## src/common/afu_shim_pkg.sv

```systemverilog
// Shared MMIO types and CSR map; addresses count 4-byte words and every CSR is 64 bits wide
package afu_shim_pkg;

    // ======================================================================
    // Basic MMIO field types
    // ======================================================================

    // Word address as it arrives from the host channel, in 4-byte units
    typedef logic [15:0] t_mmio_addr;

    // Full 64-bit MMIO data path, used for both write data and read data
    typedef logic [63:0] t_mmio_data;

    // Transaction ID, echoed unchanged in the matching read response
    typedef logic [8:0] t_mmio_tid;

    // Platform power state as driven by the FIU
    typedef logic [1:0] t_power_state;

    // ======================================================================
    // Stage payloads
    // ======================================================================

    // Request record carried from the host channel to the AFU.
    // The power state rides along so that it sees the same pipeline delay
    typedef struct packed
    {
        logic rd;
        logic wr;
        t_mmio_addr addr;
        t_mmio_tid tid;
        t_mmio_data data;
        t_power_state power_state;
    } t_mmio_req;

    // Response record carried from the AFU back to the host channel
    typedef struct packed
    {
        logic valid;
        t_mmio_tid tid;
        t_mmio_data data;
    } t_mmio_rsp;

    // ======================================================================
    // CSR address map
    // ======================================================================

    // Each CSR occupies two 32-bit words, so the 64-bit registers sit on
    // even word addresses
    localparam t_mmio_addr CSR_DFH = 16'h0000;
    localparam t_mmio_addr CSR_AFU_ID_LO = 16'h0002;
    localparam t_mmio_addr CSR_AFU_ID_HI = 16'h0004;
    localparam t_mmio_addr CSR_SCRATCH = 16'h0006;
    localparam t_mmio_addr CSR_POWER = 16'h0008;
    localparam t_mmio_addr CSR_WR_COUNT = 16'h000A;

    // Device feature header.
    // Bits [63:60] hold the feature type, where 1 means AFU.
    // Bit 40 is end-of-list, and the next-DFH offset stays zero
    localparam t_mmio_data AFU_DFH_VALUE = 64'h1000_0100_0000_0000;

endpackage

```

## src/afu/afu_csr_block.sv

```systemverilog
// Minimal AFU CSR set; reads always answer one cycle later and unmapped reads return 0
`timescale 1ns/1ns

module afu_csr_block
#(
    parameter afu_shim_pkg::t_mmio_data AFU_ID_LO = 64'h0,
    parameter afu_shim_pkg::t_mmio_data AFU_ID_HI = 64'h0
)
(
    input  logic ccip_to_afu,
    input  logic afu_reset,

    // Requests from the shim
    input  logic rx_rd,
    input  logic rx_wr,
    input  afu_shim_pkg::t_mmio_addr rx_addr,
    input  afu_shim_pkg::t_mmio_tid rx_tid,
    input  afu_shim_pkg::t_mmio_data rx_data,
    input  afu_shim_pkg::t_power_state afu_power_state,

    // Read responses back to the shim
    output logic tx_rsp_valid,
    output afu_shim_pkg::t_mmio_tid tx_rsp_tid,
    output afu_shim_pkg::t_mmio_data tx_rsp_data
);

    import afu_shim_pkg::*;

    // ======================================================================
    // CSR storage
    // ======================================================================

    t_mmio_data scratch;
    logic [15:0] wr_count;
    t_power_state power_q;
    t_mmio_data rd_data;

    // Scratch and the write counter are the only state a reset must clear
    always_ff @(posedge ccip_to_afu)
    begin
        if (afu_reset)
        begin
            scratch <= '0;
            wr_count <= '0;
        end
        else if (rx_wr)
        begin
            // Every write counts, mapped or not, and the counter wraps
            wr_count <= wr_count + 16'd1;

            if (rx_addr == CSR_SCRATCH)
            begin
                scratch <= rx_data;
            end
        end
    end

    // The power state is sampled every cycle for readback
    always_ff @(posedge ccip_to_afu)
    begin
        power_q <= afu_power_state;
    end

    // ======================================================================
    // Read decode
    // ======================================================================

    always_comb
    begin
        case (rx_addr)
            CSR_DFH: rd_data = AFU_DFH_VALUE;
            CSR_AFU_ID_LO: rd_data = AFU_ID_LO;
            CSR_AFU_ID_HI: rd_data = AFU_ID_HI;
            CSR_SCRATCH: rd_data = scratch;
            // Narrow registers come back zero-extended
            CSR_POWER: rd_data = {62'b0, power_q};
            CSR_WR_COUNT: rd_data = {48'b0, wr_count};
            default: rd_data = '0;
        endcase
    end

    // ======================================================================
    // Response register
    // ======================================================================

    // Each read gets exactly one response on the following cycle
    always_ff @(posedge ccip_to_afu)
    begin
        if (afu_reset)
        begin
            tx_rsp_valid <= 1'b0;
        end
        else
        begin
            tx_rsp_valid <= rx_rd;
        end
    end

    // The tid is echoed so the host can match responses to reads
    always_ff @(posedge ccip_to_afu)
    begin
        tx_rsp_tid <= rx_tid;
        tx_rsp_data <= rd_data;
    end

    // ======================================================================
    // Checks
    // ======================================================================

    // A response may only follow a read seen on the previous cycle
    a_rsp_after_rd: assert property (@(posedge ccip_to_afu) disable iff (afu_reset)
        $rose(tx_rsp_valid) |-> $past(rx_rd));

endmodule

```

## src/host_chan/host_chan_as_ccip.sv

```systemverilog
// Host-channel MMIO to CCI-P strobes; no back-pressure, only one request strobe per cycle
`timescale 1ns/1ns

module host_chan_as_ccip
#(
    parameter int TIMING_STAGES = 2
)
(
    input  logic ccip_to_afu,
    input  logic reset,

    // Raw host-channel MMIO side
    input  logic mmio_rd_req,
    input  logic mmio_wr_req,
    input  afu_shim_pkg::t_mmio_addr mmio_addr,
    input  afu_shim_pkg::t_mmio_tid mmio_tid,
    input  afu_shim_pkg::t_mmio_data mmio_wr_data,
    input  afu_shim_pkg::t_power_state fiu_power_state,
    output logic mmio_rsp_valid,
    output afu_shim_pkg::t_mmio_tid mmio_rsp_tid,
    output afu_shim_pkg::t_mmio_data mmio_rsp_data,

    // AFU side
    output logic afu_reset,
    output logic rx_rd,
    output logic rx_wr,
    output afu_shim_pkg::t_mmio_addr rx_addr,
    output afu_shim_pkg::t_mmio_tid rx_tid,
    output afu_shim_pkg::t_mmio_data rx_data,
    output afu_shim_pkg::t_power_state afu_power_state,
    input  logic tx_rsp_valid,
    input  afu_shim_pkg::t_mmio_tid tx_rsp_tid,
    input  afu_shim_pkg::t_mmio_data tx_rsp_data
);

    import afu_shim_pkg::*;

    // ======================================================================
    // Reset timing stage
    // ======================================================================

    // The AFU sees reset one cycle late, which gives the reset net its own
    // register close to the AFU
    always_ff @(posedge ccip_to_afu)
    begin
        afu_reset <= reset;
    end

    // ======================================================================
    // Request path
    // ======================================================================

    logic req_valid_q;
    t_mmio_req req_q;
    logic req_stage_valid;
    t_mmio_req req_stage;

    // Input register. The valid bit marks a cycle that carries a read or a write
    always_ff @(posedge ccip_to_afu)
    begin
        if (reset)
        begin
            req_valid_q <= 1'b0;
        end
        else
        begin
            req_valid_q <= mmio_rd_req | mmio_wr_req;
        end
    end

    // The record is loaded every cycle so the power state keeps flowing
    always_ff @(posedge ccip_to_afu)
    begin
        req_q.rd <= mmio_rd_req;
        req_q.wr <= mmio_wr_req;
        req_q.addr <= mmio_addr;
        req_q.tid <= mmio_tid;
        req_q.data <= mmio_wr_data;
        req_q.power_state <= fiu_power_state;
    end

    ccip_timing_stages
    #(
        .T(t_mmio_req),
        .STAGES(TIMING_STAGES)
    )
    req_stages
    (
        .ccip_to_afu(ccip_to_afu),
        .reset(reset),
        .in_valid(req_valid_q),
        .in_data(req_q),
        .out_valid(req_stage_valid),
        .out_data(req_stage)
    );

    // Strobes are qualified by the stage valid so stale payload never fires
    assign rx_rd = req_stage_valid & req_stage.rd;
    assign rx_wr = req_stage_valid & req_stage.wr;
    assign rx_addr = req_stage.addr;
    assign rx_tid = req_stage.tid;
    assign rx_data = req_stage.data;
    assign afu_power_state = req_stage.power_state;

    // ======================================================================
    // Response path
    // ======================================================================

    t_mmio_rsp rsp_in;
    logic rsp_stage_valid;
    t_mmio_rsp rsp_stage;

    assign rsp_in.valid = tx_rsp_valid;
    assign rsp_in.tid = tx_rsp_tid;
    assign rsp_in.data = tx_rsp_data;

    ccip_timing_stages
    #(
        .T(t_mmio_rsp),
        .STAGES(TIMING_STAGES)
    )
    rsp_stages
    (
        .ccip_to_afu(ccip_to_afu),
        .reset(reset),
        .in_valid(tx_rsp_valid),
        .in_data(rsp_in),
        .out_valid(rsp_stage_valid),
        .out_data(rsp_stage)
    );

    // Output register toward the host
    always_ff @(posedge ccip_to_afu)
    begin
        if (reset)
        begin
            mmio_rsp_valid <= 1'b0;
        end
        else
        begin
            mmio_rsp_valid <= rsp_stage_valid & rsp_stage.valid;
        end
    end

    always_ff @(posedge ccip_to_afu)
    begin
        mmio_rsp_tid <= rsp_stage.tid;
        mmio_rsp_data <= rsp_stage.data;
    end

    // ======================================================================
    // Checks
    // ======================================================================

    // The host must never issue a read and a write in the same cycle
    a_one_strobe: assert property (@(posedge ccip_to_afu) disable iff (reset)
        !(mmio_rd_req && mmio_wr_req));

    // A response leaving the shim carries a known tid from the AFU
    a_rsp_tid_known: assert property (@(posedge ccip_to_afu) disable iff (reset)
        mmio_rsp_valid |-> !$isunknown(mmio_rsp_tid));

endmodule

```

## src/ccip_timing_stages.sv

```systemverilog
// Delays any payload with its valid bit by STAGES clocks; STAGES of 0 is a plain wire
`timescale 1ns/1ns

module ccip_timing_stages
#(
    parameter type T = logic,
    parameter int STAGES = 2
)
(
    input  logic ccip_to_afu,
    input  logic reset,

    input  logic in_valid,
    input  T     in_data,

    output logic out_valid,
    output T     out_data
);

    generate
        if (STAGES == 0)
        begin : g_bypass
            // No registers requested, so the stage is transparent
            assign out_valid = in_valid;
            assign out_data = in_data;
        end
        else
        begin : g_chain
            // One valid bit and one payload register per stage
            logic valid_q [STAGES];
            T     data_q [STAGES];

            for (genvar i = 0; i < STAGES; i = i + 1)
            begin : g_stage
                if (i == 0)
                begin : g_first
                    // The first stage samples the module inputs
                    always_ff @(posedge ccip_to_afu)
                    begin
                        if (reset)
                        begin
                            valid_q[0] <= 1'b0;
                        end
                        else
                        begin
                            valid_q[0] <= in_valid;
                        end
                    end

                    // Payload shifts every cycle, whether valid or not
                    always_ff @(posedge ccip_to_afu)
                    begin
                        data_q[0] <= in_data;
                    end
                end
                else
                begin : g_next
                    // Later stages sample the stage before them
                    always_ff @(posedge ccip_to_afu)
                    begin
                        if (reset)
                        begin
                            valid_q[i] <= 1'b0;
                        end
                        else
                        begin
                            valid_q[i] <= valid_q[i-1];
                        end
                    end

                    always_ff @(posedge ccip_to_afu)
                    begin
                        data_q[i] <= data_q[i-1];
                    end
                end
            end

            // The last stage drives the outputs
            assign out_valid = valid_q[STAGES-1];
            assign out_data = data_q[STAGES-1];
        end
    endgenerate

endmodule

```

## src/platform_shim_afu_top.sv

```systemverilog
// Shim plus AFU on one clock; the host must accept every response as it arrives
`timescale 1ns/1ns

module platform_shim_afu_top
#(
    parameter int TIMING_STAGES = 2,
    parameter afu_shim_pkg::t_mmio_data AFU_ID_LO = 64'h9c4e_11a2_5d07_4b3f,
    parameter afu_shim_pkg::t_mmio_data AFU_ID_HI = 64'h6a81_f0d3_27c5_e914
)
(
    input  logic ccip_to_afu,
    input  logic reset,

    input  logic mmio_rd_req,
    input  logic mmio_wr_req,
    input  afu_shim_pkg::t_mmio_addr mmio_addr,
    input  afu_shim_pkg::t_mmio_tid mmio_tid,
    input  afu_shim_pkg::t_mmio_data mmio_wr_data,
    input  afu_shim_pkg::t_power_state fiu_power_state,

    output logic mmio_rsp_valid,
    output afu_shim_pkg::t_mmio_tid mmio_rsp_tid,
    output afu_shim_pkg::t_mmio_data mmio_rsp_data
);

    import afu_shim_pkg::*;

    // Wires between the shim and the AFU
    logic afu_reset;
    logic rx_rd;
    logic rx_wr;
    t_mmio_addr rx_addr;
    t_mmio_tid rx_tid;
    t_mmio_data rx_data;
    t_power_state afu_power_state;
    logic tx_rsp_valid;
    t_mmio_tid tx_rsp_tid;
    t_mmio_data tx_rsp_data;

    // ======================================================================
    // Host channel shim
    // ======================================================================

    host_chan_as_ccip
    #(
        .TIMING_STAGES(TIMING_STAGES)
    )
    host_chan
    (
        .ccip_to_afu(ccip_to_afu),
        .reset(reset),
        .mmio_rd_req(mmio_rd_req),
        .mmio_wr_req(mmio_wr_req),
        .mmio_addr(mmio_addr),
        .mmio_tid(mmio_tid),
        .mmio_wr_data(mmio_wr_data),
        .fiu_power_state(fiu_power_state),
        .mmio_rsp_valid(mmio_rsp_valid),
        .mmio_rsp_tid(mmio_rsp_tid),
        .mmio_rsp_data(mmio_rsp_data),
        .afu_reset(afu_reset),
        .rx_rd(rx_rd),
        .rx_wr(rx_wr),
        .rx_addr(rx_addr),
        .rx_tid(rx_tid),
        .rx_data(rx_data),
        .afu_power_state(afu_power_state),
        .tx_rsp_valid(tx_rsp_valid),
        .tx_rsp_tid(tx_rsp_tid),
        .tx_rsp_data(tx_rsp_data)
    );

    // ======================================================================
    // AFU
    // ======================================================================

    // The AFU runs from the registered reset, never the raw one
    afu_csr_block
    #(
        .AFU_ID_LO(AFU_ID_LO),
        .AFU_ID_HI(AFU_ID_HI)
    )
    afu
    (
        .ccip_to_afu(ccip_to_afu),
        .afu_reset(afu_reset),
        .rx_rd(rx_rd),
        .rx_wr(rx_wr),
        .rx_addr(rx_addr),
        .rx_tid(rx_tid),
        .rx_data(rx_data),
        .afu_power_state(afu_power_state),
        .tx_rsp_valid(tx_rsp_valid),
        .tx_rsp_tid(tx_rsp_tid),
        .tx_rsp_data(tx_rsp_data)
    );

endmodule

```

## config.mk

```make
export PLATFORM = sky130hd
export DESIGN_NAME = platform_shim_afu_top
export DESIGN_NICKNAME = d
export VERILOG_FILES = /design/src/common/afu_shim_pkg.sv /design/src/afu/afu_csr_block.sv /design/src/host_chan/host_chan_as_ccip.sv /design/src/ccip_timing_stages.sv /design/src/platform_shim_afu_top.sv
export SDC_FILE = /design/constraint.sdc
export NUM_CORES = 1
export LEC_CHECK = 0
export BUFFER_PORTS_ARGS = -buffer_cell sky130_fd_sc_hd__buf_2
export CAP_MARGIN = 10
export CORE_ASPECT_RATIO = 1.25
export CORE_MARGIN = 3
export CORE_UTILIZATION = 36
export CTS_CLUSTER_DIAMETER = 150
export DETAILED_ROUTE_END_ITERATION = 10
export GPL_ROUTABILITY_DRIVEN = 0
export SETUP_SLACK_MARGIN = 0.1
export SYNTH_ARGS = -nofsm -noshare
export SYNTH_HDL_FRONTEND = slang
export SYNTH_HIERARCHICAL = 1
export SYNTH_SLANG_ARGS = --single-unit
export TNS_END_PERCENT = 20
```

## constraint.sdc

```tcl
create_clock -name ccip_to_afu -period 1.88 [get_ports ccip_to_afu]
set_input_delay 0.188 -clock ccip_to_afu [delete_from_list [all_inputs] [get_ports ccip_to_afu]]
set_output_delay 0.188 -clock ccip_to_afu [all_outputs]
set_load 0.01 [all_outputs]
```

==> impl_metrics.env <==
export IMPL_status="completed"
export IMPL_hold_slack_ns=0.1923
export IMPL_drt_first_pass_iters=4
export IMPL_synthTopCellsByArea="dfxtp_1 (78%), buf_4 (7.6%), o21ai_0 (2.1%), nand3_1 (2.0%), a21oi_1 (2.0%)"
export IMPL_hold_depth=2
export IMPL_wirelength_mm=27.16
export IMPL_finalHoldViolCount=0
export IMPL_antenna_found_initial=0
export IMPL_setup_tns_ns=0
export IMPL_nets=1479
export IMPL_die_h_um=249.1
export IMPL_synthCells=1254
export IMPL_grt_setup_unrepaired="yes"
export IMPL_yosysSeqAreaShare=0.7800
export IMPL_clk_latency_ns=0.62
export IMPL_grt_max_degree=65
export IMPL_cts_buffers=61
export IMPL_htreeDepth=2
export IMPL_cp_slowest_cell="nor4_4"
export IMPL_critPathKind="flip-flop to flip-flop"
export IMPL_ys_warn_count=6
export IMPL_crit_path_max_fanout=7
export IMPL_avgSynthCellArea_um2=13.57
export IMPL_yosysTopAreaCell="dfxtp_1"
export IMPL_overflow=0
export IMPL_grt_usage=0.1078
export IMPL_cts_tree="yes"
export IMPL_worstSetupStartpointType="flip-flop"
export IMPL_core_area_um2=46460
export IMPL_synth_top_area_frac=0.7800
export IMPL_layout_area_overhead_vs_synth_pct=19.90
export IMPL_min_from="mmio_wr_data[56]"
export IMPL_ant_nets=0
export IMPL_rrSetupSlack_ns=0.15
export IMPL_postLayoutCoreUtil=0.4391
export IMPL_period_needed_ns=1.726
export IMPL_dp_cells=1852
export IMPL_drt_iter0_drc=501
export IMPL_whs_endpoint="host_chan/req_q[58]"
export IMPL_num_antenna_cells=0
export IMPL_skew_ns=0.02259
export IMPL_r2r_cells=4
export IMPL_cp_end_kind="flip-flop"
export IMPL_netlist_area_um2=17020
export IMPL_required_ns=2.42
export IMPL_leakagePower_uw=0.008593
export IMPL_fmax_mhz=579.5
export IMPL_crit_start="host_chan/req_stages/g_chain.data_q[0][173]"
export IMPL_io_pins=169
export IMPL_start_util=0.3662
export IMPL_maxCapViolations=0
export IMPL_clk_path_buf_depth=3
export IMPL_yosysMostFrequentCell="dfxtp_1"
export IMPL_worst_hold_path_type="input pin to flip-flop"
export IMPL_via_per_inst=3.938
export IMPL_synth_cell_types=37
export IMPL_final_cells=2064
export IMPL_io_buffers=168
export IMPL_dp_hpwl_mm=17.52
export IMPL_cpLargestDelayFamily="simple AND/OR/NAND/NOR gates"
export IMPL_routedWlPerCell_um=13.16
export IMPL_synthArstFlopShare=0
export IMPL_reg2reg_from="host_chan/req_stages/g_chain.data_q[0][173]"
export IMPL_fin_area_um2=20400
export IMPL_synth_edff_count=0
export IMPL_dpl_cell_area_um2=17300
export IMPL_syn_num_nets=1350
export IMPL_layout_drive_gt1_share=0.2169
export IMPL_dieWidth_um=200.5
export IMPL_setup_viol=0
export IMPL_yosys_top_cells_count="dfxtp_1 (663), buf_4 (172), o21ai_0 (71)"
export IMPL_vias=8128
export IMPL_relSlewSlack=0.6329
export IMPL_dieArea_um2=49930
export IMPL_grt_pass1_wl_mm=44.02
export IMPL_num_rows=88
export IMPL_drc_errors=0
export IMPL_report_final_slew_viol_count=0
export IMPL_cts_sinks=663
export IMPL_grt_pass1_vias=8321
export IMPL_worst_pin_slew_ns=0.5507
export IMPL_vdd_drop_max_mv=0.7491
export IMPL_arrival_ns=2.26
export IMPL_ys_flop_type="dfxtp_1"
export IMPL_path_clk_slew_ns=0.06
export IMPL_path_cells="nor4_4 > and4_4 > and3_1 > a221o_1"
export IMPL_max_stage_delay_ns=0.37
export IMPL_fin_crit_sh=0.9178
export IMPL_path_buf_inv=0
export IMPL_ctsRootBufferMaster="clkbuf_16"
export IMPL_ys_ff_latch=663
export IMPL_power_density_nw_per_um2=1344
export IMPL_r2r_end="afu/tx_rsp_data[5]"
==> repair_timing <==
item	4_1_cts	5_1_grt
endpoints found under the hold margin	100	0
buffers inserted	0	4
pin swaps	0	2
hold buffers	94	0
resized for setup	0	5
endpoints found under the setup margin	1	120
==> flip-flops by register name, summed over array words and instances, names as in the netlist <==
register,flops
afu/power_q,2
afu/scratch,64
afu/tx_rsp_data,64
afu/tx_rsp_tid,9
afu/tx_rsp_valid,1
afu/wr_count,16
host_chan/afu_reset,1
host_chan/mmio_rsp_data,64
host_chan/mmio_rsp_tid,9
host_chan/mmio_rsp_valid,1
host_chan/req_q,93
host_chan/req_stages/g_chain.data_q,186
host_chan/req_stages/g_chain.valid_q,2
host_chan/req_valid_q,1
host_chan/rsp_stages/g_chain.data_q,148
host_chan/rsp_stages/g_chain.valid_q,2
==> kinds of logic after synthesis <==
family,after synthesis,synth area share
DFF,663,0.7800
xor gates and xnor gates,11,0.005662
muxes,1,0.0005883
and+or+nand+nor,162,0.05419
adders and majority gates,1,0.0007352
AOI/OAI and AO/OA,192,0.06573
buffers and inverters,224,0.09309
==> through the flow <==
step | total power, uW | setup slack (ns)
final | 27410 | 0.1545
after global routing | 28440 | 0.06484
after CTS | 27810 | 0.09836
after detailed placement | 15050 | 0.1186
after global placement | 15030 | 0.1730
after floorplan | 15010 | 0.2782
==> placed cells by master (no fill, tap or decap), drive strengths merged <==
| master | instances |
|---|---|
| a211oi | 2 |
| a21o | 34 |
| a21oi | 68 |
| a221o | 8 |
| a22o | 4 |
| a22oi | 2 |
| and2 | 23 |
| and3 | 5 |
| and3b | 1 |
| and4 | 1 |
| buf | 191 |
| bufinv | 7 |
| clkbuf | 75 |
| clkinv | 24 |
| clkinvlp | 4 |
| dfxtp | 663 |
| dlygate4sd3 | 94 |
| ha | 1 |
| inv | 9 |
| mux2i | 1 |
| nand2 | 11 |
| nand2b | 3 |
| nand3 | 69 |
| nand4 | 7 |
| nor2 | 18 |
| nor2b | 9 |
| nor3 | 4 |
| nor4 | 9 |
| o21ai | 71 |
| o21ba | 1 |
| o22ai | 2 |
| or3 | 2 |
| xnor2 | 7 |
| xor2 | 4 |
==> area by class of cell <==
type                            instances  area, um^2
Clock buffer                           75        1659
Clock inverter                         39       460.4
Fill cell                            4237       26060
Inverter                                5       18.77
Multi-Input combinational cell        367        2175
Sequential cell                       663       13270
Tap cell                              630       788.3
Timing Repair Buffer                  285        2028
==> power breakdown <==
group | total, uW | switching, uW | internal, uW
sequential | 14500 | 111 | 14400
clock | 12500 | 5230 | 7310
combinational | 353 | 121 | 232
total | 27400 | 5460 | 22000
==> worst reg2reg max path, delay by kind of cell, from the launching register on <==
kind	cells	cell delay, ns
flip-flops	1	0.33
AO/OA/AOI/OAI	1	0.24
AND/OR/NAND/NOR	3	1.06
==> worst max-delay path by stage <==
stage / to / depth (start not counted)
after floorplan: afu/tx_rsp_data[10] / 7
after global placement: afu/tx_rsp_data[5] / 4
after detailed placement: afu/scratch[48] / 6
after CTS: afu/tx_rsp_data[12] / 5
after global routing: afu/tx_rsp_data[21] / 5
final: afu/tx_rsp_data[5] / 4
==> per-layer routing <==
metal / global-route usage / part of all wire / vias up
li1: - / - / 4213
met1: 0.1504 / 0.51 / 3638
met2: 0.1560 / 0.41 / 210
met3: 0.03032 / 0.051 / 67
met4: 0.04820 / 0.036 / 0
met5: 0 / 0 / -
Note: power is estimated with default switching activity, not from simulation.
